==> config.mk <==
export PLATFORM = sky130hd
export DESIGN_NAME = dataBusMaster
export DESIGN_NICKNAME = d
export VERILOG_FILES = /design/src/logic/coreCfgPkg.sv /design/src/logic/dataBusMaster.sv
export SDC_FILE = /design/constraint.sdc
export NUM_CORES = 1
export LEC_CHECK = 0
export BUFFER_PORTS_ARGS = -buffer_cell sky130_fd_sc_hd__buf_2
export CAP_MARGIN = 20
export CORE_UTILIZATION = 37
export DETAILED_ROUTE_END_ITERATION = 12
export GPL_TIMING_DRIVEN = 0
export PLACE_DENSITY = 0.9
export SETUP_SLACK_MARGIN = 0.3
export SYNTH_ARGS = -nofsm -noshare
export SYNTH_HDL_FRONTEND = slang
export SYNTH_SLANG_ARGS = --single-unit
==> constraint.sdc <==
create_clock -name Clk -period 5.3 [get_ports Clk]
set_clock_uncertainty 0.05 [all_clocks]
set_input_delay 1.06 -clock Clk [delete_from_list [all_inputs] [get_ports Clk]]
set_output_delay 1.06 -clock Clk [all_outputs]
set_load 0.005 [all_outputs]
==> src/program.hex <==
// One instruction word per line in hex, line n sits at byte address 4*n
// Text after the word is the assembly for that word
20010064  // addi r1, r0, 100
2002FFF9  // addi r2, r0, -7
00221820  // add  r3, r1, r2
00412022  // sub  r4, r2, r1
00642824  // and  r5, r3, r4
00223025  // or   r6, r1, r2
0041382A  // slt  r7, r2, r1
0022402A  // slt  r8, r1, r2
AC030100  // sw   r3, 0x100(r0)
AC040104  // sw   r4, 0x104(r0)
AC050108  // sw   r5, 0x108(r0)
AC06010C  // sw   r6, 0x10C(r0)
AC070110  // sw   r7, 0x110(r0)
AC080114  // sw   r8, 0x114(r0)
8C2A0200  // lw   r10, 0x200(r1)
01425822  // sub  r11, r10, r2
AC0B0118  // sw   r11, 0x118(r0)
8C0C0020  // lw   r12, 0x20(r0)
AC0C011C  // sw   r12, 0x11C(r0)
20000037  // addi r0, r0, 55
10010005  // beq  r0, r1, +5
14220001  // bne  r1, r2, +1
AC010120  // sw   r1, 0x120(r0)
10210001  // beq  r1, r1, +1
AC020124  // sw   r2, 0x124(r0)
14630002  // bne  r3, r3, +2
0800001C  // j    28
AC020128  // sw   r2, 0x128(r0)
AC00012C  // sw   r0, 0x12C(r0)
0800001D  // j    29
==> src/logic/coreCfgPkg.sv <==
package coreCfgPkg;

    localparam int dataW = 32;       // One machine word
    localparam int sliceW = 4;       // Bits per lookahead slice
    localparam int numSlices = 8;    // dataW / sliceW

    localparam int romDepth = 256;   // Instruction words
    localparam string programFile = "/design/src/program.hex";

    // ALU operation, bit 2 inverts operand b and forces carry-in
    typedef enum logic [2:0] {
        opAnd = 3'b000,
        opOr  = 3'b001,
        opAdd = 3'b010,
        opSub = 3'b110,
        opSlt = 3'b111
    } aluOpT;

endpackage

==> src/logic/dataBusMaster.sv <==
`timescale 1ns/1ps

module dataBusMaster (
    input  logic                         Clk,
    input  logic                         rst,
    input  logic                         memRead,
    input  logic                         memWrite,
    input  logic [coreCfgPkg::dataW-1:0] addr,
    input  logic [coreCfgPkg::dataW-1:0] storeData,
    output logic                         busy,
    output logic [coreCfgPkg::dataW-1:0] loadData,
    output logic                         busCyc,
    output logic                         busStb,
    output logic                         busWe,
    output logic [coreCfgPkg::dataW-1:0] busAdr,
    output logic [coreCfgPkg::dataW-1:0] busDatW,
    input  logic [coreCfgPkg::dataW-1:0] busDatR,
    input  logic                         busAck
);

    typedef enum logic {
        stIdle,
        stActive
    } busStateT;

    busStateT state;
    logic     request;                              // Current instr is lw or sw

    assign request = memRead | memWrite;

    always_ff @(posedge Clk) begin
        if (rst) begin
            state <= stIdle;
            busWe <= 1'b0;
        end else begin
            case (state)
                stIdle: begin
                    if (request) begin              // Open cycle on next edge
                        state <= stActive;
                        busWe <= memWrite;
                    end
                end
                stActive: begin
                    if (busAck) begin               // Done, PC moves on this edge
                        state <= stIdle;
                        busWe <= 1'b0;
                    end
                end
                default: state <= stIdle;
            endcase
        end
    end

    // Address and data latched once and held until ack
    always_ff @(posedge Clk) begin
        if (state == stIdle && request) begin
            busAdr <= addr;
            busDatW <= storeData;
        end
    end

    assign busCyc = (state == stActive);
    assign busStb = (state == stActive);            // Classic, one beat per cycle

    // Stall from request up to the ack cycle
    assign busy = (state == stIdle) ? request : ~busAck;
    assign loadData = busDatR;                      // Taken by regfile at ack edge

endmodule

[Word level (Yosys, flattened, before mapping)]
Index checks and enable logic that the tools add are counted.
Word-level totals
  bits in registers: 66
  bits of input ports: 101
  output and inout bits: 100
  memory bits (read-only): 0
  bits in writable memories: 0
  memories kept: 0
  logic and storage cells: 18
  latch bits: 0
Cells by class
  add/subtract/negate cells: 0
  mux-type cells: 7
  order comparisons: 0
  equality and inequality tests: 2
  div/mod/pow operators: 0
  $mul: 0
  shifts and indexed selects: 0
  reduce and logical (&&, ||, !) cells: 2
  bitwise gates (word level): 3
Operators with widths (number)
  $mux W1: 5
  $ne A2 B2 Y1 const B: 2
  $pmux W1 S2: 2
  $not A1 Y1: 2
  $reduce_and A2 Y1: 1
  $logic_and A1 B1 Y1: 1
  $or A1 B1 Y1: 1

[Logic depth before layout (Yosys ltp)]
  depth in word-level cells: 3
  mapped depth: 2
  gate-level depth less buffers: 2

[Least setup slack after synthesis]
Ideal clock, no wire load.
  path kind: input port to flip-flop
  from: input port memWrite
  to: register busAdr[0] in the netlist's numbering (enable)
  path buffers: 0
  required time: 4.762 ns
  stages on the path: 2
  arrival time: 3.798 ns
  setup slack: 0.964 ns
  setup time: 0.488 ns
  cell sequence: nor2_1 > nor2_1
On the way
  cells in the longest elaborated chain, start to end: 2
RTL lines
  start: declaration: RTL line dataBusMaster.sv:7  | input logic memWrite,
  $or A1 B1 Y1: RTL line dataBusMaster.sv:29  | assign request = memRead | memWrite;
  $logic_and A1 B1 Y1: RTL line dataBusMaster.sv:56  | if (state == stIdle && request) begin
  end signal: assignment: RTL line dataBusMaster.sv:57  | busAdr <= addr;
  end: declaration: RTL line dataBusMaster.sv:15  | output logic [coreCfgPkg::dataW-1:0] busAdr,
No other way between the ends.
A chain may end at the register's enable or synchronous reset.

[Final worst setup path]
  from: input port memWrite
  to: output port busy
On the way
  cells in the longest elaborated chain, start to end: 2
RTL lines
  $or A1 B1 Y1: RTL line dataBusMaster.sv:29
  $mux W1: RTL line dataBusMaster.sv:66  | assign busy = (state == stIdle) ? request : ~busAck;
  end: declaration: RTL line dataBusMaster.sv:10  | output logic busy,
No other way between the ends.

==> impl_metrics.tcl <==
set metrics [dict create \
    relSlewSlack_pct 40.7 \
    power.leakage_nw 1.60 \
    layout_setup_ws_ns 2.58 \
    holdCritPathClass "reg2reg" \
    clkSinkCount 66 \
    gp_congestion 0.662 \
    async_reset_ff_share_pct 0 \
    ys_top_cells_by_area "edfxtp_1 85%, buf_4 11%, dfxtp_1 1.8%" \
    drcViolationCount 0 \
    drt_wl_total_um 5040 \
    fin_cells 368 \
    internal_power_uw 955 \
    yosysTopAreaCellShare_pct 84.9 \
    yosys-top-cells-count "64 x edfxtp_1, 33 x buf_4, 2 x dfxtp_1, 2 x nor2_1" \
    clk_pin_slew_worst_paths_ns 0.07 \
    status "finished, final reports clean" \
    p_comb_share_pct 10.3 \
    cts_htree_levels 3 \
    die_y_um 80.2 \
    firstDrtPassIters 4 \
    portBuffers 168 \
    setup_viol 0 \
    dp_slack_ns 2.57 \
    syn_nets 209 \
    end_kind "output port" \
    hold_buffers 0 \
    p_switching_uw 261 \
    final.min_clock_period_ns 2.72 \
    boundaryPins 201 \
    syn2layout_area_growth_pct 52.1 \
    cts_tree "yes" \
    powerDensity_nw_per_um2 353 \
    seq_area_frac_synth_pct 86.6 \
    fillers 456 \
    cap_violations 0 \
    synth-seq-cells 66 \
    ir_drop_v 0.000190 \
    multi_input_area_um2 58.8 \
    final-hold-violation-count 0 \
    rrSetupSlack_ns 3.49 \
    cp.required_ns 4.19 \
    rows 28 \
    synth.cell_area_um2 2260 \
    cts_inserted_buffers 9 \
    grt_pass1_vias 1351 \
    finalPower_mw 1.22 \
    worstPathMaxFanout 3 \
    postCtsSetupBuffers 0 \
    netlist_instances 108 \
    clockBufferDepth 2 \
    wl_per_cell_um 13.7 \
    rsz0062_at_grt "false" \
    power.share.clock_pct 37.7 \
    n_antenna_cell 0 \
    crit_type "in2out" \
    insertion_delay_ns 0.34 \
    reg2reg_depth 2 \
    grt_usage_pct 15.2 \
    start_util_pct 38.3 \
    first_iter_violations 46 \
    ff_latch_area_um2 1960 \
    grt_first_pass_wirelength_um 6720 \
    grt_max_degree 37 \
    post-place-cells 352 \
    synth_warnings 0 \
    yosysTopAreaCell "edfxtp_1" \
    via_per_inst 4.26 \
    synthMostInstantiatedCell "edfxtp_1" \
    globalRoute.totalOverflow 0 \
    coreArea_um2 5920 \
    final_nets 389 \
    slew_viol_final 0 \
    fin_util_pct 58.2 \
    finalHoldWorstSlack_ns 0.439 \
    syn_area_per_cell_um2 21.0 \
    fp.dieW_um 80.2 \
    min_path_cells 1 \
    seq_power_share_pct 52.0 \
    swShare_pct 21.4 \
    antenna_left 0 \
    crit_path_start_kind "input port" \
    cts_resized 0 \
    max_slew.worst_pin.slew_ns 0.887 \
    antenna_found_initial 1 \
    num_vias 1567 \
    cp.arrival_ns 1.61 \
    drive_gt1_share_pct 74.4 \
    synthDistinctLibCells 11 \
    min_period_over_period_pct 51.3 \
    root_buffer "clkbuf_8" \
    fmax_mhz 368 \
    synth_ff_type "edfxtp_1" \
    dieArea_um2 6440 \
    synth_edf_count 64 \
]
==> routing by layer <==
layer	global-route usage (%)	part of all wire, %
met2	26.3	51
met1	14.9	33
met3	7.61	13
met5	0	0.22
met4	7.14	2.1
==> logic make-up (layout without fill, tap and decap cells) <==
family	count (synthesis)	in the layout	share of synthesized area [%]
buffers and inverters	34	219	11.1
muxes	1	1	0.442
DFF	66	66	86.6
AOI/OAI and AO/OA	3	3	0.939
and+or+nand+nor	4	4	0.884
==> final cells by class <==
type / instances / share of cell area (%)
Timing Repair Buffer: 169 / 25.0
Multi-Input combinational cell: 8 / 1.71
Buffer: 33 / 7.19
Sequential cell: 66 / 57.0
Clock inverter: 7 / 2.72
Inverter: 1 / 0.109
Clock buffer: 9 / 3.60
Tap cell: 75 / 2.72
==> worst paths after layout <==
path | startpoint | endpoint
max reg2reg | busCyc$_SDFF_PP0_ | busAdr[9]$_DFFE_PP_
max | memWrite | busy
min reg2reg | busWe$_SDFFE_PP0P_ | busWe$_SDFFE_PP0P_
min | busWe$_SDFFE_PP0P_ | busWe$_SDFFE_PP0P_
==> state kept, by name, summed over array words and instances, names as in the netlist <==
signal,cells
busDatW,32
busWe,1
busCyc,1
busAdr,32
==> critical path: stages <==
cell and delay (ns):
buf_2 0.11, nor3_1 0.25, a21oi_1 0.06, buf_2 0.13
==> placed cells by master (no fill, tap or decap), drive strengths merged <==
cell,synthesis,layout
buf,33,202
mux2i,1,1
nor3b,1,1
dfxtp,2,2
clkinv,0,4
a211oi,1,1
clkinvlp,0,1
a21oi,1,1
a31o,1,1
edfxtp,64,64
clkbuf,0,9
nor3,1,1
inv,1,1
nor2,2,2
bufinv,0,2
==> metrics by stage <==
step | TNS [ns] | instance area [um2]
floorplan | 0 | 2260
global placement | -0.369 | 3200
detailed placement | 0 | 3230
CTS | 0 | 3440
global route | 0 | 3440
finish | 0 | 3440
==> power groups by stage <==
stage                     registers (mW)  clock network, mW  logic [mW]
after CTS                          0.632              0.469       0.128
after detailed placement           0.644                  0       0.128
after floorplan                    0.653                  0      0.0359
after global routing               0.636              0.494       0.138
final                              0.631              0.459       0.125
after global placement             0.646                  0       0.119
(Power assumes the default switching activity.)
