--- src/program.hex ---
// One instruction word per line in hex, line n sits at byte address 4*n
// Text after the word is the assembly for that word
20010064  // addi r1, r0, 100
2002FFF9  // addi r2, r0, -7
00221820  // add  r3, r1, r2
00412022  // sub  r4, r2, r1
00642824  // and  r5, r3, r4
00223025  // or   r6, r1, r2
0041382A  // slt  r7, r2, r1
0022402A  // slt  r8, r1, r2
AC030100  // sw   r3, 0x100(r0)
AC040104  // sw   r4, 0x104(r0)
AC050108  // sw   r5, 0x108(r0)
AC06010C  // sw   r6, 0x10C(r0)
AC070110  // sw   r7, 0x110(r0)
AC080114  // sw   r8, 0x114(r0)
8C2A0200  // lw   r10, 0x200(r1)
01425822  // sub  r11, r10, r2
AC0B0118  // sw   r11, 0x118(r0)
8C0C0020  // lw   r12, 0x20(r0)
AC0C011C  // sw   r12, 0x11C(r0)
20000037  // addi r0, r0, 55
10010005  // beq  r0, r1, +5
14220001  // bne  r1, r2, +1
AC010120  // sw   r1, 0x120(r0)
10210001  // beq  r1, r1, +1
AC020124  // sw   r2, 0x124(r0)
14630002  // bne  r3, r3, +2
0800001C  // j    28
AC020128  // sw   r2, 0x128(r0)
AC00012C  // sw   r0, 0x12C(r0)
0800001D  // j    29
--- src/logic/isaPkg.sv ---
package isaPkg;

    localparam int regAddrW = 5;     // Bits per register index
    localparam int numRegs = 32;     // General registers incl. r0

    localparam int opcodeLsb = 26;   // instr[31:26]
    localparam int rsLsb = 21;       // instr[25:21]
    localparam int rtLsb = 16;       // instr[20:16]
    localparam int rdLsb = 11;       // instr[15:11]
    localparam int immW = 16;        // instr[15:0], I-type immediate

    // Primary opcodes, MIPS encoding
    typedef enum logic [5:0] {
        rType = 6'b000000,           // ALU ops, funct picks the operation
        j     = 6'b000010,
        beq   = 6'b000100,
        bne   = 6'b000101,
        addi  = 6'b001000,
        lw    = 6'b100011,
        sw    = 6'b101011
    } opcodeT;

    // R-type funct field, instr[5:0]
    typedef enum logic [5:0] {
        fAdd = 6'b100000,
        fSub = 6'b100010,
        fAnd = 6'b100100,
        fOr  = 6'b100101,
        fSlt = 6'b101010
    } functT;

endpackage

--- src/logic/coreCfgPkg.sv ---
package coreCfgPkg;

    localparam int dataW = 32;       // One machine word
    localparam int sliceW = 4;       // Bits per lookahead slice
    localparam int numSlices = 8;    // dataW / sliceW

    localparam int romDepth = 256;   // Instruction words
    localparam string programFile = "/design/src/program.hex";

    // ALU operation, bit 2 inverts operand b and forces carry-in
    typedef enum logic [2:0] {
        opAnd = 3'b000,
        opOr  = 3'b001,
        opAdd = 3'b010,
        opSub = 3'b110,
        opSlt = 3'b111
    } aluOpT;

endpackage

--- src/logic/controlDecoder.sv ---
`timescale 1ns/1ps

module controlDecoder (
    input  isaPkg::opcodeT    opcode,
    input  isaPkg::functT     funct,
    output logic              aluSrc,
    output logic              regDst,
    output logic              memRead,
    output logic              memWrite,
    output logic              memToReg,
    output logic              regWrite,
    output logic              beqEn,
    output logic              bneEn,
    output logic              jumpEn,
    output coreCfgPkg::aluOpT aluOp
);
    import isaPkg::*;
    import coreCfgPkg::*;

    always_comb begin
        aluSrc = 1'b0;                              // Everything idle unless decoded
        regDst = 1'b0;
        memRead = 1'b0;
        memWrite = 1'b0;
        memToReg = 1'b0;
        regWrite = 1'b0;
        beqEn = 1'b0;
        bneEn = 1'b0;
        jumpEn = 1'b0;
        aluOp = opAdd;

        case (opcode)
            rType: begin
                regDst = 1'b1;                      // Write rd
                regWrite = 1'b1;
                case (funct)
                    fAdd: aluOp = opAdd;
                    fSub: aluOp = opSub;
                    fAnd: aluOp = opAnd;
                    fOr:  aluOp = opOr;
                    fSlt: aluOp = opSlt;
                    default: regWrite = 1'b0;       // Unknown funct, no effect
                endcase
            end
            addi: begin
                aluSrc = 1'b1;                      // rs + imm into rt
                regWrite = 1'b1;
            end
            lw: begin
                aluSrc = 1'b1;                      // Address = rs + imm
                memRead = 1'b1;
                memToReg = 1'b1;
                regWrite = 1'b1;
            end
            sw: begin
                aluSrc = 1'b1;
                memWrite = 1'b1;                    // rt goes out as store data
            end
            beq: begin
                beqEn = 1'b1;
                aluOp = opSub;                      // Zero flag means equal
            end
            bne: begin
                bneEn = 1'b1;
                aluOp = opSub;
            end
            j: jumpEn = 1'b1;
            default: ;                              // Unknown opcode acts as nop
        endcase
    end

endmodule

--- config.mk ---
export PLATFORM = sky130hd
export DESIGN_NAME = controlDecoder
export DESIGN_NICKNAME = d
export VERILOG_FILES = /design/src/logic/isaPkg.sv /design/src/logic/coreCfgPkg.sv /design/src/logic/controlDecoder.sv
export SDC_FILE = /design/constraint.sdc
export NUM_CORES = 1
export LEC_CHECK = 0
export ABC_AREA = 1
export BUFFER_PORTS_ARGS = -buffer_cell sky130_fd_sc_hd__buf_2
export CORE_AREA = 4 4 41 43
export DETAILED_ROUTE_END_ITERATION = 10
export DIE_AREA = 0 0 45 47
export PLACE_DENSITY_LB_ADDON = 0.15
export SETUP_SLACK_MARGIN = 0.05
export SLEW_MARGIN = 10
export SYNTH_ARGS = -nofsm -noshare
export SYNTH_HDL_FRONTEND = slang
export SYNTH_SLANG_ARGS = --single-unit
--- constraint.sdc ---
create_clock -name vclk -period 1
set_input_delay 0.2 -clock vclk [all_inputs]
set_output_delay 0.2 -clock vclk [all_outputs]
set_load 0.05 [all_outputs]
; ---- Yosys cells after proc, flatten, opt, wreduce, memory -nomap -nowiden
; Index checks and enable logic that the tools add are counted.
[word_totals]
ff_bits = 0
input_bits = 12
output_inout_bits = 12
elab_cells = 27
[classes]
n_eq_ne = 11
mux = 11
n_reduce_logical = 5
[op_table]
columns = op, n
row1 = $eq A6 B6 Y1 const B, 7
row2 = $eq A6 B3 Y1 const B, 2
row3 = $pmux W3 S4, 1
row4 = $mux W1, 8
row5 = $eq A6 B2 Y1 const B, 1
row6 = $eq A6 B4 Y1 const B, 1
row7 = $logic_not A6 Y1, 1
row8 = $pmux W3 S2, 1
row9 = $reduce_or A5 Y1, 1
row10 = $reduce_or A2 Y1, 2
row11 = $reduce_or A3 Y1, 1
row12 = $pmux W1 S2, 1

; ---- Longest topological paths before layout
[logic_depth]
ltp_word = 4
mapped_depth = 7
mapped_depth_nobuf = 7

; ---- Worst setup path after synthesis
; No wires, ideal clock.
[synth_timing]
path_kind = input -> output
startpoint = input port opcode[4]
endpoint = output port regWrite
t_arrival_ns = 1.218
required_ns = 0.800
slack_ns = -0.418
stages = 5
cell_sequence = nor2_4 > nand3_4 > inv_1 > nand2_1 > nand2_1
[synth_between]
elab_chain_len = 3
elab_cells_between_ends = 5
[synth_rtl]
columns = element, line
row1 = from (decl), controlDecoder.sv:4  ; input isaPkg::opcodeT opcode,
row2 = $eq A6 B6 Y1 / $eq A6 B4 Y1 (equally long branches), controlDecoder.sv:32  ; case (opcode)
row3 = $reduce_or A2 Y1 (no line), n/a
row4 = $pmux W1 S2 *, controlDecoder.sv:32
row5 = to (decl), controlDecoder.sv:11  ; output logic regWrite,
; Every way passes the cells marked *; elsewhere a longest branch is shown, timed or not.

; ---- Worst setup path in the final report
[layout_timing]
startpoint = input port opcode[5]
endpoint = output port regWrite
; Same word-level chain as after synthesis.

==> results.yml <==
final_layout:
  final_cells: 109
  clockBufferCount: 0
  area_delta_synth_final_pct: 214
  seq_cells: 0
  drive_gt1_share_pct: 76.6
  num_antenna_cells: 0
  ff_latch_area_um2: 0
  postLayoutCellArea_um2: 848
  final_nets: 108
routing:
  viasPerCell: 4.16
  drt-total-wl_mm: 1.10
  drtPass1Iterations: 4
  ant_nets: 0
  vias: 453
  post-route-drc-count: 0
  drt_iter0_markers: 2
  routedWlPerCell_um: 10.1
synth:
  ys_top_cells_by_area: "inv_1 (21%), nor2_1 (21%), nand2_1 (18%), nand3_1 (13%), nor2_4 (12%)"
  netlist_area_um2: 270
  synth.top_cell.area_share_pct: 20.8
  yosys-top-cells-count: "inv_1 (15), nor2_1 (15), nand2_1 (13), nand3_1 (7), nor2_4 (3)"
  yosys.cell_types.count: 10
  synth_nets: 70
  yosys.area.top_type: "inv_1"
  syn_area_per_cell_um2: 4.66
  syn_inst: 58
  ys_seq_area_share_pct: 0
  yosys_warnings: 0
global_route:
  overflow: 0
  grt_antenna_before_repair: 0
  grt_pass1_wl_mm: 1.65
  track_usage_pct: 9.99
  grt_pass1_vias: 452
  grt_max_degree: 6
power_and_ir_drop:
  p_leak_nw: 0.401
  p_per_area_mw_per_mm2: 277
  ir_worst_vdd_v: 0.000131
setup_path:
  critPathMostFrequentCell: "buf_6"
  cp_top_family: "simple AND/OR/NAND/NOR gates"
  critPathRequiredTime_ns: 0.80
  cp-endpoint: "regWrite"
  critPathLaunchType: "primary input"
  path_class: "in -> out"
  cp.arrival_ns: 1.03
  crit_path_max_fanout: 5
  end_kind: "output pin"
  cp.depth: 7
  cp_slowest_stage_delay_ns: 0.16
  crit_start: "opcode[5]"
  cp_cell_sequence: "buf_6 -> nor2_4 -> nand3_4 -> nor2_1 -> nor2_2 -> nand2_4 -> buf_6"
  crit_slowest_cell: "nor2_1"
  critPathBufInv: 2
die:
  ios: 24
  dieArea_mm2: 0.00212
  die_x_um: 45
  initial_core_util_pct: 20.8
  core_region_area_mm2: 0.00130
  rows: 13
  die_y_um: 47
sta:
  holdWs_ns: 0.782
  fmax_ghz: 0.816
  rsz0062_at_grt: "true"
  period_share_pct: 123
  setup_tns_ns: -2.12
  relSlewSlack_pct: 88.5
  worstMarginPinSlew_ns: 0.172
  setup-violations-final: 12
  hold_violations: 0
  post-route-min-period_ns: 1.23
  drv_slew: 0
  fin_ws_ns: -0.225
placement:
  pre_cts_slack_ns: -0.361
  port_buffers: 24
  dpl.cell_count: 105
  dp_hpwl_um: 754
  placed_area_um2: 556
  place_congestion: 0.713
job:
  maxCapViolations: 0
cts:
  postCtsHoldBufs: 0
hold_path:
  hold_path_class: "in -> out"
run_status:
  status: "finished with violations"
  violations: "setup timing"
==> worst min-delay path, delay by kind of cell <==
kind,cells,cell delay [ns]
buf+inv,3,0.27
simple gates,2,0.12
==> cell type report <==
| class | count | area, um^2 |
|---|---|---|
| fill | 104 | 453 |
| inverter | 16 | 77.6 |
| multi-input combinational | 41 | 352 |
| tap | 15 | 18.8 |
| timing repair buffer | 37 | 400 |
==> worst min-delay path by stage <==
stage,cells past startpoint,from,slack [ns],to
floorplan,2,opcode[0],0.57,bneEn
global placement,4,funct[0],0.90,aluOp[0]
detailed placement,4,funct[0],0.92,aluOp[0]
CTS,5,opcode[4],0.78,memWrite
global route,5,opcode[4],0.80,memWrite
finish,5,opcode[4],0.78,memWrite
==> cells in the final DEF (no fill, tap or decap), drive strengths merged <==
cell type,instances
nor2,19
nand2,13
buf,37
nand3,8
inv,14
clkinvlp,2
o21ai,1
==> report_power, final <==
part	switching (mW)	internal (mW)	total (mW)	leakage (nW)
sequential	0	0	0	0
combinational	0.120	0.116	0.235	0.401
clock	0	0	0	0
==> per-stage QoR <==
stage	power, mW	util [%]
after floorplan	0.0795	-
after global placement	0.151	42.7
after detailed placement	0.153	42.7
after CTS	0.216	61.8
after global routing	0.251	65.2
final	0.235	65.2
==> logic make-up (layout without fill, tap and decap cells) <==
logic type | after synthesis | count (layout) | synth area share [%]
AOI/OAI and AO/OA | 1 | 1 | 1.85
buffers and inverters | 17 | 53 | 25.0
and+or+nand+nor | 40 | 40 | 73.1
==> what timing repair did <==
action                     4_1_cts  5_1_grt
pin swaps                       13        7
setup endpoints to repair       12       12
resized for setup               66        8
buffers inserted                 2        2
==> metal layers <==
layer | track usage, % | share of wire [%] | vias up
met2 | 20.6 | 58 | 17
li1 | - | - | 240
met4 | 0 | 0 | 0
met3 | 0.766 | 8.0 | 0
met1 | 11.7 | 34 | 196
met5 | 0 | 0 | -
Note: power is estimated with default switching activity, not from simulation.
