===== src/program.hex =====
// One instruction word per line in hex, line n sits at byte address 4*n
// Text after the word is the assembly for that word
20010064  // addi r1, r0, 100
2002FFF9  // addi r2, r0, -7
00221820  // add  r3, r1, r2
00412022  // sub  r4, r2, r1
00642824  // and  r5, r3, r4
00223025  // or   r6, r1, r2
0041382A  // slt  r7, r2, r1
0022402A  // slt  r8, r1, r2
AC030100  // sw   r3, 0x100(r0)
AC040104  // sw   r4, 0x104(r0)
AC050108  // sw   r5, 0x108(r0)
AC06010C  // sw   r6, 0x10C(r0)
AC070110  // sw   r7, 0x110(r0)
AC080114  // sw   r8, 0x114(r0)
8C2A0200  // lw   r10, 0x200(r1)
01425822  // sub  r11, r10, r2
AC0B0118  // sw   r11, 0x118(r0)
8C0C0020  // lw   r12, 0x20(r0)
AC0C011C  // sw   r12, 0x11C(r0)
20000037  // addi r0, r0, 55
10010005  // beq  r0, r1, +5
14220001  // bne  r1, r2, +1
AC010120  // sw   r1, 0x120(r0)
10210001  // beq  r1, r1, +1
AC020124  // sw   r2, 0x124(r0)
14630002  // bne  r3, r3, +2
0800001C  // j    28
AC020128  // sw   r2, 0x128(r0)
AC00012C  // sw   r0, 0x12C(r0)
0800001D  // j    29

===== src/logic/coreCfgPkg.sv =====
package coreCfgPkg;

    localparam int dataW = 32;       // One machine word
    localparam int sliceW = 4;       // Bits per lookahead slice
    localparam int numSlices = 8;    // dataW / sliceW

    localparam int romDepth = 256;   // Instruction words
    localparam string programFile = "/design/src/program.hex";

    // ALU operation, bit 2 inverts operand b and forces carry-in
    typedef enum logic [2:0] {
        opAnd = 3'b000,
        opOr  = 3'b001,
        opAdd = 3'b010,
        opSub = 3'b110,
        opSlt = 3'b111
    } aluOpT;

endpackage


===== src/logic/aluSlice.sv =====
`timescale 1ns/1ps

module aluSlice (
    input  logic [coreCfgPkg::sliceW-1:0] a,
    input  logic [coreCfgPkg::sliceW-1:0] b,
    input  logic                          invertB,
    input  logic                          cin,
    input  coreCfgPkg::aluOpT             aluOp,
    input  logic                          lessIn,
    output logic [coreCfgPkg::sliceW-1:0] result,
    output logic                          groupG,
    output logic                          groupP,
    output logic                          signSum
);
    import coreCfgPkg::*;

    logic [sliceW-1:0] bEff;                        // b or ~b
    logic [sliceW-1:0] g;                           // Bit generate
    logic [sliceW-1:0] p;                           // Bit propagate
    logic [sliceW-1:0] carry;                       // Carry into each bit
    logic [sliceW-1:0] sum;

    assign bEff = invertB ? ~b : b;
    assign g = a & bEff;
    assign p = a | bEff;

    // Flat lookahead, each carry straight from g, p and cin
    assign carry[0] = cin;
    assign carry[1] = g[0] | (p[0] & cin);
    assign carry[2] = g[1] | (p[1] & g[0]) | (p[1] & p[0] & cin);
    assign carry[3] = g[2] | (p[2] & g[1]) | (p[2] & p[1] & g[0])
                    | (p[2] & p[1] & p[0] & cin);

    assign groupG = g[3] | (p[3] & g[2]) | (p[3] & p[2] & g[1])
                  | (p[3] & p[2] & p[1] & g[0]);   // Slice generates a carry
    assign groupP = &p;                             // Slice passes cin through

    assign sum = a ^ bEff ^ carry;
    assign signSum = sum[sliceW-1];                 // Raw sign, only top slice matters

    always_comb begin
        case (aluOp)
            opAnd: result = g;
            opOr: result = p;
            opAdd, opSub: result = sum;
            opSlt: result = {{(sliceW-1){1'b0}}, lessIn}; // Only slice 0 sees real less
            default: result = '0;
        endcase
    end

endmodule


===== src/logic/alu.sv =====
`timescale 1ns/1ps

module alu (
    input  logic [coreCfgPkg::dataW-1:0] a,
    input  logic [coreCfgPkg::dataW-1:0] b,
    input  coreCfgPkg::aluOpT            aluOp,
    output logic [coreCfgPkg::dataW-1:0] result,
    output logic                         zero
);
    import coreCfgPkg::*;

    logic                 invertB;
    logic [numSlices-1:0] groupG;
    logic [numSlices-1:0] groupP;
    logic [numSlices-1:0] signSum;
    logic [numSlices-1:0] sliceCin;
    logic [numSlices-1:0] lessVec;                  // less into slice 0 only
    logic                 bTop;                     // Sign of effective b
    logic                 overflow;
    logic                 less;

    assign invertB = aluOp[2];                      // sub and slt

    // Second level lookahead across slices
    always_comb begin
        logic term;
        for (int k = 0; k < numSlices; k++) begin
            sliceCin[k] = invertB;                  // +1 completes two's complement
            for (int i = 0; i < k; i++) begin
                sliceCin[k] = sliceCin[k] & groupP[i];
            end
            for (int src = 0; src < k; src++) begin
                term = groupG[src];
                for (int i = src + 1; i < k; i++) begin
                    term = term & groupP[i];
                end
                sliceCin[k] = sliceCin[k] | term;
            end
        end
    end

    for (genvar s = 0; s < numSlices; s++) begin : genSlice
        aluSlice sliceInst (
            .a       (a[s*sliceW +: sliceW]),
            .b       (b[s*sliceW +: sliceW]),
            .invertB (invertB),
            .cin     (sliceCin[s]),
            .aluOp   (aluOp),
            .lessIn  (lessVec[s]),
            .result  (result[s*sliceW +: sliceW]),
            .groupG  (groupG[s]),
            .groupP  (groupP[s]),
            .signSum (signSum[s])
        );
    end

    assign bTop = invertB ? ~b[dataW-1] : b[dataW-1];
    // Same input signs but sum sign flipped
    assign overflow = (a[dataW-1] == bTop) & (signSum[numSlices-1] != a[dataW-1]);
    assign less = signSum[numSlices-1] ^ overflow;  // True sign of a - b
    assign lessVec = {{(numSlices-1){1'b0}}, less};

    assign zero = (result == '0);

endmodule


===== config.mk =====
export PLATFORM = sky130hd
export DESIGN_NAME = alu
export DESIGN_NICKNAME = d
export VERILOG_FILES = /design/src/logic/coreCfgPkg.sv /design/src/logic/aluSlice.sv /design/src/logic/alu.sv
export SDC_FILE = /design/constraint.sdc
export NUM_CORES = 1
export LEC_CHECK = 0
export ABC_AREA = 1
export BUFFER_PORTS_ARGS = -buffer_cell sky130_fd_sc_hd__buf_2
export CORE_MARGIN = 2
export CORE_UTILIZATION = 35
export DETAILED_ROUTE_END_ITERATION = 8
export GPL_TIMING_DRIVEN = 0
export PLACE_DENSITY = 0.57
export REMOVE_ABC_BUFFERS = 1
export SYNTH_ARGS = -nofsm -noshare
export SYNTH_HDL_FRONTEND = slang
export SYNTH_SLANG_ARGS = --single-unit

===== constraint.sdc =====
create_clock -name vclk -period 5.25
set_clock_uncertainty 0.05 [all_clocks]
set_input_delay 0.2625 -clock vclk [all_inputs]
set_output_delay 0.2625 -clock vclk [all_outputs]
set_load 0.01 [all_outputs]

# After elaboration in Yosys (flattened, before gate mapping)
# Index checks and enable logic that the tools add are counted.
dict set report totals {
  regBits 0
}
dict set report op_classes {
  n_eq_ne 6
  mux 17
  bitwise_logic 275
  reduce_logical 10
}
# op count
set ops {}
lappend ops {{AND 1 bit} 136}
lappend ops {{bitwise OR 1 bit} 97}
lappend ops {{one-hot mux 4 bit (3 select lines)} 7}
lappend ops {{bitwise XOR 4 bit} 16}
lappend ops {{AND 4 bit} 8}
lappend ops {{zero test 32 bit} 1}
lappend ops {{two-way mux 4 bit} 8}
lappend ops {{inverter 4 bit} 8}
lappend ops {{bitwise OR 4 bit} 8}
lappend ops {{AND reduction 4 bit} 7}
lappend ops {{one-hot mux 4 bit (4 select lines)} 1}
lappend ops {{== test 3 bit (second input constant)} 2}
lappend ops {{== test 3 x 1 -> 1 bit (second input constant)} 1}
lappend ops {{== test 3 x 2 -> 1 bit (second input constant)} 1}
lappend ops {{zero test 3 bit} 1}
lappend ops {{OR reduction 2 bit} 1}
lappend ops {{== test 1 bit} 1}
lappend ops {{two-way mux 1 bit} 1}
lappend ops {{!= test 1 bit} 1}
lappend ops {{inverter 1 bit} 1}
lappend ops {{bitwise XOR 1 bit} 1}

# Depth between registers and ports, before layout
# Gate-level depths: netlist of run 1.
dict set report depth {
  word_depth 28
  depth_mapped 34
}

# Modules after synthesis
# Synthesis of run 1 repeated with hierarchy kept, for this count alone.
dict set report hier_totals {
  hier_cells 615
  area_unflattened_um2 3853.7
}
# mod n_inst cells_each area_per_inst_um2 seq_area_each_um2
set modules_own_cells {}
lappend modules_own_cells {aluSlice 8 70 445.4 0.0}
lappend modules_own_cells {alu 1 55 290.3 0.0}

# Least setup slack after synthesis of run 1
# No wires, ideal clock.
dict set report synth_path {
  path_type {input -> output}
  from {input port aluOp[2]}
  to {output port zero}
  t_arrival_ps 4004
  required_time_ps 4938
  path_slack_ps 933
  path_stages 33
  n_path_buf 2
  path_cell_list {buf_6 -> clkbuf_1 -> xor2_1 -> inv_1 -> ha_1 -> o21ai_0 -> inv_1 -> nor2_1 -> nor2_1 -> o21ai_0 -> nand2_1 -> inv_1 -> nor2_1 -> nand2_1 -> nand3_1 -> nand2_1 -> inv_1 -> fa_1 -> xor2_1 -> nor2_1 -> nor3_1 -> inv_1 -> nor2_1 -> nand3_1 -> nor2_1 -> nand2_1 -> nor2_1 -> nand2_1 -> nor3_2 -> nand3_1 -> nor2_1 -> nand3_1 -> nor2_1}
}
dict set report synth_between {
  word_cells_on_any_way 299
}
# item line_no
set synth_rtl {}
lappend synth_rtl {{from (decl)} alu.sv:6} ;# input coreCfgPkg::aluOpT aluOp,
lappend synth_rtl {{two-way mux 4 bit} aluSlice.sv:23} ;# assign bEff = invertB ? ~b : b;
lappend synth_rtl {{bitwise OR 4 bit / AND 4 bit (equally long branches)} {aluSlice.sv:25, aluSlice.sv:24}}
lappend synth_rtl {{AND 1 bit (on tied branches)} {aluSlice.sv:34, aluSlice.sv:35}}
lappend synth_rtl {{bitwise OR 1 bit, or another cell as far along} aluSlice.sv:34} ;# assign groupG = g[3] | (p[3] & g[2]) | (p[3] & p[2] & g[1])
lappend synth_rtl {{bitwise OR 1 bit / AND 1 bit (equally long branches)} {aluSlice.sv:34, aluSlice.sv:35}}
lappend synth_rtl {{bitwise OR 1 bit} aluSlice.sv:35} ;# | (p[3] & p[2] & p[1] & g[0]);
lappend synth_rtl {{AND 1 bit (6 in a row)} alu.sv:35} ;# term = term & groupP[i];
lappend synth_rtl {{bitwise OR 1 bit (7 in a row)} alu.sv:37} ;# sliceCin[k] = sliceCin[k] | term;
lappend synth_rtl {{AND 1 bit} aluSlice.sv:29} ;# assign carry[1] = g[0] | (p[0] & cin);
lappend synth_rtl {{bitwise OR 1 bit} aluSlice.sv:29}
lappend synth_rtl {{bitwise XOR 4 bit} aluSlice.sv:38} ;# assign sum = a ^ bEff ^ carry;
lappend synth_rtl {{one-hot mux 4 bit (3 select lines) (*)} aluSlice.sv:42} ;# case (aluOp)
lappend synth_rtl {{via result, one bit} alu.sv:7} ;# output logic [coreCfgPkg::dataW-1:0] result,
lappend synth_rtl {{zero test 32 bit (*)} alu.sv:63} ;# assign zero = (result == '0);
lappend synth_rtl {{to (decl)} alu.sv:8} ;# output logic zero
# Mark *: on every way through the listed nets, which the timed path passes. The rest lies on a longest branch.

# Final worst setup path of run 1
dict set report layout_path {
  from {input port aluOp[2]}
  to {output port zero}
}
dict set report layout_between {
  elab_chain_len 27
  word_cells_on_any_way 299
}
# item line_no
set layout_lines {}
lappend layout_lines {{two-way mux 4 bit} aluSlice.sv:23}
lappend layout_lines {{bitwise OR 4 bit / AND 4 bit (equally long branches)} {aluSlice.sv:25, aluSlice.sv:24}}
lappend layout_lines {{AND 1 bit (on tied branches)} {aluSlice.sv:34, aluSlice.sv:35}}
lappend layout_lines {{bitwise OR 1 bit, or another cell as far along} aluSlice.sv:34}
lappend layout_lines {{bitwise OR 1 bit / AND 1 bit (equally long branches)} {aluSlice.sv:34, aluSlice.sv:35}}
lappend layout_lines {{bitwise OR 1 bit} aluSlice.sv:35}
lappend layout_lines {{AND 1 bit (6 in a row)} alu.sv:35}
lappend layout_lines {{bitwise OR 1 bit (7 in a row)} alu.sv:37}
lappend layout_lines {{AND 1 bit} aluSlice.sv:32} ;# | (p[2] & p[1] & p[0] & cin);
lappend layout_lines {{bitwise OR 1 bit} aluSlice.sv:32}
lappend layout_lines {{bitwise XOR 4 bit} aluSlice.sv:38}
lappend layout_lines {{!= test 1 bit} alu.sv:59} ;# assign overflow = (a[dataW-1] == bTop) & (signSum[numSlices-1] != a[dataW-1]);
lappend layout_lines {{AND 1 bit} alu.sv:59}
lappend layout_lines {{bitwise XOR 1 bit} alu.sv:60} ;# assign less = signSum[numSlices-1] ^ overflow;
lappend layout_lines {{one-hot mux 4 bit (4 select lines)} aluSlice.sv:42}
lappend layout_lines {{zero test 32 bit (*)} alu.sv:63}
# Mark *: on every way between the ends. The rest lies on a longest branch, timed or not.

==> run summary, run 1 <==
CP Buf/Inv Count - 6
Arr. time, crit path - 4.34 ns
Post-Synth XOR/XNOR Area - 0.102
GRT Util Overall - 0.173
Layout cells sized above 1 - 0.191
Core region area - 9110 um2
Leading area contributor after synthesis - ha_1
Time the worst path needs with I/O delays and setup - 4.65 ns
Area Growth Syn to Fin - 18.8%
Hold Buf Count CTS - 0
Largest family of logic cells by synthesized area - simple AND/OR/NAND/NOR gates
Synth top area cells - ha_1 (24%), inv_1 (17%), nand2_1 (11%)
Vias - 3524
Vias per cell - 4.63
Compound-cell area share of the yosys netlist - 0.100
Port Buffers - 100
Seq/Total Area, Yosys - 0
Power Dens Cells - 122 nW/um2
Pleak - 2.44 nW
Most frequent CP cell - nor2_1
Placed Area - 3830 um2
Library cells used by synthesis - 33
Die area - 10100 um2
Final setup vio count - 0
CP max FO - 37
Final instance area - 3860 um2
Startpoint types - primary input
Hold path depth - 6
Max_cap viols - 0
Filler cells - 1016
Length of the first detailed-routing pass in iterations - 4
Seq Cell Count - 0
ANT cells - 0
WL/cell - 11.5 um
Area share of fa/ha/maj cells after synthesis - 0.282
Die height - 100 um
Final hold violations - 0
Slew @ Worst Pin - 0.408 ns
RePlAce Congestion - 0.790
Mux contribution to synthesized area - 0
Post-route clock period utilization - 0.886
Site row count - 35
Peak supply drop - 0.0477 mV
Share of the synthesized area in the top cell type - 0.238
Max Clk Rate - 0.215 GHz
Relative slew slack - 0.728
Crit end category - output pin
Crit path largest cell delay - 0.42 ns
Synth Warn # - 0
Avg Cell Area, Syn - 5.81 um2
Initial antenna violation count - 0
IO Pins - 100
Kind of critical path - in2out
Final WL - 8760 um
Status - complete, no violations
Mapped Cells - 560
Crit-path slowest cell - fa_1
CP Depth - 32
Overflow after GRT - 0
Sequential Area - 0 um2
Critical path's top delay family - simple AND/OR/NAND/NOR gates
Clock buffer count - 0
Largest net degree at the start of global routing - 38
First-pass GRT wire length - 14700 um
# nets final - 788
Synth Area in Simple Gates - 0.320
DR DRC count - 0
Setup bufs post-CTS - 0
Max Slew Vio Count - 0
Via count of the first global-routing pass - 3412
Worst path required time - 4.94 ns
Post_cts resized - 1
Antenna Nets Post-Route - 0
Die Wd - 100 um
Initial DRC count - 73
Post-Route Setup TNS - 0 ns
DP HPWL - 7260 um
Starting Density - 0.357
Hold Path Class - in2out
RSZ-0062 raised after global routing - false
Cell Area, Synth - 3250 um2
[Yosys cell counts]
| cell | instances |
|---|---|
| buf_4 | 1 |
| nand3_1 | 37 |
| a21boi_1 | 1 |
| a21oi_1 | 18 |
| a22oi_1 | 1 |
| xor2_1 | 13 |
| buf_1 | 1 |
| nand2_4 | 3 |
| nor3_1 | 9 |
| nor3_2 | 6 |
| nand2_1 | 95 |
| nor2_1 | 65 |
| nand2_2 | 3 |
| ha_1 | 62 |
| clkbuf_1 | 5 |
| nand3_2 | 1 |
| o21ai_1 | 3 |
| xnor2_1 | 25 |
| o21bai_1 | 3 |
| fa_1 | 7 |
| o21ai_0 | 20 |
| inv_1 | 146 |
| o22ai_1 | 10 |
| nand4_1 | 1 |
| inv_2 | 7 |
| or2_0 | 1 |
| buf_6 | 3 |
| and2_1 | 1 |
| nor4_1 | 4 |
| o21bai_2 | 1 |
| nor2_2 | 1 |
| nand3b_1 | 5 |
| a221oi_1 | 1 |
[final timing paths]
path | start | end | slack (ns)
worst max-delay path | aluOp[2] | zero | 0.60
worst min-delay path | a[31] | result[0] | 0.97
[placed cells by master (no fill, tap or decap), drive strengths merged]
master  instances
inv           153
nand2         101
buf           100
nor2           66
ha             62
nand3          38
xnor2          25
o21ai          23
a21oi          18
nor3           15
xor2           13
o22ai          10
fa              7
nand3b          5
nor4            4
o21bai          4
nand4           1
a21boi          1
or2             1
a221oi          1
and2            1
a22oi           1
[area by class of cell]
class,instances,area (um2),area share
Timing Repair Buffer,100,523,0.135
Inverter,153,574,0.149
Tap cell,111,139,0.0359
Multi-Input combinational cell,397,2630,0.680
[power by group]
| part | switching [W] | internal (W) |
|---|---|---|
| sequential | 0 | 0 |
| clock | 0 | 0 |
| combinational | 0.000281 | 0.000190 |
[metrics by stage]
stage,total power (W),instances,hold WS (ns),util,worst slack (ns)
2_1_floorplan,0.000327,550,0.690,-,1.53
3_3_place_gp,0.000458,761,0.959,0.420,-0.177
3_5_place_dp,0.000469,761,0.971,0.420,-0.260
4_1_cts,0.000472,761,0.971,0.421,0.0604
5_1_grt,0.000545,761,1.03,0.424,0.00913
6_report,0.000471,761,0.965,0.424,0.597
[kinds of logic after synthesis]
group	Yosys count
and+or+nand+nor	232
xor gates and xnor gates	38
buffers and inverters	163
adders and majority gates	69
AOI/OAI and AO/OA	58
[routing by layer]
| metal | up-vias | global-route usage | routed length [um] |
|---|---|---|---|
| li1 | 1872 | - | - |
| met3 | 2 | 0.00836 | 342 |
| met5 | - | 0 | 0 |
| met1 | 1571 | 0.222 | 4030 |
| met4 | 0 | 0.00738 | 22 |
| met2 | 79 | 0.335 | 4360 |
Note: power is estimated with default switching activity, not from simulation.
==> run 2, diff against run 1 <==
--- a/config.mk
+++ b/config.mk
@@ -5,7 +5,7 @@
 export SDC_FILE = /design/constraint.sdc
 export NUM_CORES = 1
 export LEC_CHECK = 0
-export ABC_AREA = 1
+export ABC_CLOCK_PERIOD_IN_PS = 5250
 export BUFFER_PORTS_ARGS = -buffer_cell sky130_fd_sc_hd__buf_2
 export CORE_MARGIN = 2
 export CORE_UTILIZATION = 35
==> run summary, run 2 <==
Status - complete, no violations
Starting Density - 0.356
Final instance area - 4030 um2
Final setup vio count - 0
Placed Area - 3810 um2
Initial antenna violation count - 0
Worst setup margin - 0.344 ns
Synth Warn # - 0
Library cells used by synthesis - 65
Relative slew slack - 0.161
Core region area - 9110 um2
IO Pins - 100
Non-Filler Instances - 645
Die area - 10100 um2
Die Wd - 100 um
GRT Util Overall - 0.172
Fin util - 0.443
DP HPWL - 7220 um
Initial DRC count - 97
Arr. time, crit path - 4.59 ns
ANT cells - 0
Power Dens Cells - 135 nW/um2
Most common cell in the netlist - inv_1
Max_cap viols - 0
Vias - 3285
Seq Cell Count - 0
# placed instances - 640
Kind of critical path - in2out
Avg Cell Area, Syn - 7.29 um2
Cell Area, Synth - 3240 um2
Area Growth Syn to Fin - 24.3%
Sequential Area - 0 um2
Place WS - -0.840 ns
Top post-synthesis cells by count - inv_1 (89), ha_1 (62), xor2_1 (35)
Die height - 100 um
Antenna Nets Post-Route - 0
First-pass GRT wire length - 14400 um
Hold Crit Start - aluOp[1]
RePlAce Congestion - 0.868
Final WL - 9070 um
Startpoint types - primary input
Hold Path Class - in2out
Crit end category - output pin
Most frequent cells in the layout - buf_2 (99), inv_1 (89), ha_1 (62)
Via count of the first global-routing pass - 3119
Final hold violations - 0
Vias per cell - 5.09
Max Slew Vio Count - 0
Length of the first detailed-routing pass in iterations - 5
Overflow after GRT - 0
CP max FO - 20
Slew @ Worst Pin - 1.26 ns
Worst path required time - 4.94 ns
Hold path depth - 4
Largest net degree at the start of global routing - 46
Mapped Cells - 445
Peak supply drop - 0.0618 mV
# nets final - 672
Leading area contributor after synthesis - ha_1
Commonest non-fill, non-tap cell in the layout - buf_2
DR DRC count - 0
Site row count - 35
WL/cell - 14.1 um
Port Buffers - 100
Worst Hold Path EP - result[0]
Max Clk Rate - 0.204 GHz
Seq/Total Area, Yosys - 0
Pleak - 2.13 nW
Time the worst path needs with I/O delays and setup - 4.91 ns
Hold Buf Count CTS - 0
Share of the synthesized area in the top cell type - 0.239
Clock buffer count - 0
Layout cells sized above 1 - 0.273
Hold WS - 0.955 ns
Post-route clock period utilization - 0.934
Synth top area cells - ha_1 (24%), inv_1 (10%), xor2_1 (9.4%)
run 2: cell type report:
cell class	instances	area (um2)
repair buffers	105	578
inverters	91	342
well taps	111	139
multi-input cells	338	2980
fillers	959	5070
run 2: cell families after synthesis:
kind of cell / after synthesis / share of synthesized area
buffers and inverters: 107 / 0.128
AOI/OAI and AO/OA: 97 / 0.218
and+or+nand+nor: 93 / 0.148
adders and majority gates: 69 / 0.282
xor gates and xnor gates: 53 / 0.143
muxes: 26 / 0.0802
run 2: what timing repair did:
item | CTS | global route
endpoints found under the setup margin | 1 | 1
cloned | 0 | 1
hold endpoints to repair | 0 | 0
pin swaps | 1 | 12
buffers inserted | 0 | 4
resized for setup | 11 | 19
run 2: power by group:
group	total, W	internal [W]	switching (W)
combinational	0.000544	0.000236	0.000308
clock	0	0	0
sequential	0	0	0
run 2: how the worst max path moves through the flow:
| stage | start | endpoint | slack [ns] | cells past startpoint |
|---|---|---|---|---|
| 3_5_place_dp | aluOp[2] | zero | -0.84 | 21 |
| 4_1_cts | aluOp[2] | zero | 0.03 | 22 |
| 3_3_place_gp | aluOp[2] | zero | -0.80 | 21 |
| 2_1_floorplan | aluOp[2] | zero | 0.96 | 19 |
| 5_1_grt | aluOp[2] | zero | -0.003 | 21 |
| 6_report | aluOp[2] | zero | 0.34 | 21 |
run 2: worst max-delay path, cell delays in order:
cell and delay [ns]:
buf_16 0.16, xnor2_1 0.16, inv_1 0.07, ha_1 0.17, o21ai_1 0.10, a2111o_2 0.49, a21oi_4 0.23, o211ai_2 0.14
and2_1 0.20, inv_1 0.10, fa_1 0.42, nand2_1 0.07, o21ai_0 0.17, nor4_2 0.41, nand3b_1 0.14, nor4_2 0.26
nand4_1 0.13, nor4_2 0.24, nand4b_1 0.19, nor4b_2 0.32, buf_2 0.17
run 2: layer usage:
layer	wire length [um]	track usage	vias to the layer above
met5	0	0	-
met3	370	0.00905	6
met2	4370	0.311	87
met4	56	0.0169	0
met1	4270	0.232	1507
li1	-	-	1685
run 2: metrics by stage:
stage	total power, W	TNS, ns
floorplan	0.000354	0
global placement	0.000501	-0.801
detailed placement	0.000510	-0.840
CTS	0.000522	0
global route	0.000607	-0.00251
finish	0.000544	0
==> run 3, diff against run 2 <==
--- a/config.mk
+++ b/config.mk
@@ -7,11 +7,10 @@
 export LEC_CHECK = 0
 export ABC_CLOCK_PERIOD_IN_PS = 5250
 export BUFFER_PORTS_ARGS = -buffer_cell sky130_fd_sc_hd__buf_2
-export CORE_MARGIN = 2
 export CORE_UTILIZATION = 35
 export DETAILED_ROUTE_END_ITERATION = 8
 export GPL_TIMING_DRIVEN = 0
-export PLACE_DENSITY = 0.57
+export PLACE_DENSITY = 0.58
 export REMOVE_ABC_BUFFERS = 1
 export SYNTH_ARGS = -nofsm -noshare
 export SYNTH_HDL_FRONTEND = slang
==> run summary, run 3 (synthesis results as in run 2) <==
Status - finished with violations
Violated checks - design-rule violations
Worst path required time - 4.94 ns
Port Buffers - 100
DR DRC count - 8
Arr. time, crit path - 4.55 ns
Critical path endpoint - zero
# nets final - 670
DP HPWL - 7170 um
Relative slew slack - 0.153
Sequential Area - 0 um2
RSZ-0062 raised after global routing - false
Layout cells sized above 1 - 0.263
Die Wd - 98.3 um
Max_cap viols - 0
Largest net degree at the start of global routing - 46
Max Clk Rate - 0.206 GHz
Most frequent cells in the layout - buf_2 (99), inv_1 (89), ha_1 (62)
Final setup vio count - 0
Place WS - -0.707 ns
First-pass GRT wire length - 14500 um
Fin util - 0.451
Antenna Nets Post-Route - 0
WL/cell - 14.2 um
Die area - 9660 um2
Site row count - 34
Vias - 3306
Via count of the first global-routing pass - 3137
Area Growth Syn to Fin - 23.0%
Length of the first detailed-routing pass in iterations - 6
Die height - 98.3 um
Seq Cell Count - 0
Post-Route Setup TNS - 0 ns
Max Slew Vio Count - 0
Power Dens Cells - 135 nW/um2
Peak supply drop - 0.0465 mV
RePlAce Congestion - 0.876
Time the worst path needs with I/O delays and setup - 4.86 ns
IO Pins - 100
Hold WS - 0.962 ns
CP startpoint - aluOp[2]
Worst setup margin - 0.390 ns
Starting Density - 0.367
Overflow after GRT - 0
Hold Path Class - in2out
CP max FO - 20
Post-route clock period utilization - 0.926
Core region area - 8850 um2
Final WL - 9070 um
Commonest non-fill, non-tap cell in the layout - buf_2
Initial DRC count - 154
Startpoint types - primary input
Pleak - 2.11 nW
Kind of critical path - in2out
Slew @ Worst Pin - 1.27 ns
Hold Buf Count CTS - 0
Initial antenna violation count - 0
Clock buffer count - 0
Final hold violations - 0
ANT cells - 0
Vias per cell - 5.17
GRT Util Overall - 0.178
Crit end category - output pin
run 3: cell types whose count changed in the layout (fill, tap and decap cells not counted), sizes merged:
cell  previous run  this run
buf            104       102
run 3: per-stage QoR:
| stage | power, W | cell area, um2 | std cells |
|---|---|---|---|
| after global routing | 0.000598 | 3990 | 640 |
| after detailed placement | 0.000511 | 3810 | 637 |
| after CTS | 0.000518 | 3840 | 637 |
| after global placement | 0.000500 | 3810 | 637 |
| final | 0.000539 | 3990 | 640 |
| after floorplan | 0.000354 | 3170 | 429 |
run 3: timing repair:
| action | CTS | global route |
|---|---|---|
| setup buffers | 0 | 2 |
| pin swaps | 0 | 13 |
| gates resized for setup | 6 | 19 |
| endpoints found under the setup margin | 1 | 1 |
| cloned | 0 | 1 |
run 3: area by class of cell:
| class | count | area, um2 |
|---|---|---|
| repair buffers | 103 | 563 |
| multi-input cells | 338 | 2950 |
| well taps | 108 | 135 |
| inverters | 91 | 342 |
| fillers | 895 | 4860 |
run 3: worst min-delay path by stage:
stage                         from   endpoint  cells after the start
final                     aluOp[1]  result[0]                      4
after detailed placement  aluOp[1]  result[0]                      4
after floorplan           aluOp[2]  result[0]                      2
after global placement    aluOp[1]  result[0]                      4
after CTS                 aluOp[1]  result[0]                      4
after global routing      aluOp[1]  result[0]                      4
run 3: where the power goes:
group | internal, W | switching (W) | total, W | leakage (nW)
Sequential | 0 | 0 | 0 | 0
Clock | 0 | 0 | 0 | 0
Combinational | 0.000231 | 0.000308 | 0.000539 | 2.11
run 3: critical path: stages:
cell	delay (ns)
buf_16	0.16
xor2_4	0.21
inv_1	0.06
ha_1	0.18
or2_1	0.29
or3_1	0.37
nor3_2	0.21
o211ai_2	0.17
nand3_2	0.14
nand2_1	0.08
fa_1	0.41
xor2_1	0.17
o22ai_2	0.15
nor4_2	0.34
nand2_1	0.11
nor4_2	0.15
nand4_1	0.14
nor4_2	0.23
nand4b_1	0.21
nor4b_2	0.31
buf_2	0.17
run 3: layer usage:
metal | up-vias | routed length [um] | global-route usage
met5 | - | 0 | 0
met4 | 0 | 49 | 0.0149
met3 | 4 | 378 | 0.00931
met2 | 89 | 4290 | 0.314
met1 | 1534 | 4350 | 0.249
li1 | 1679 | - | -
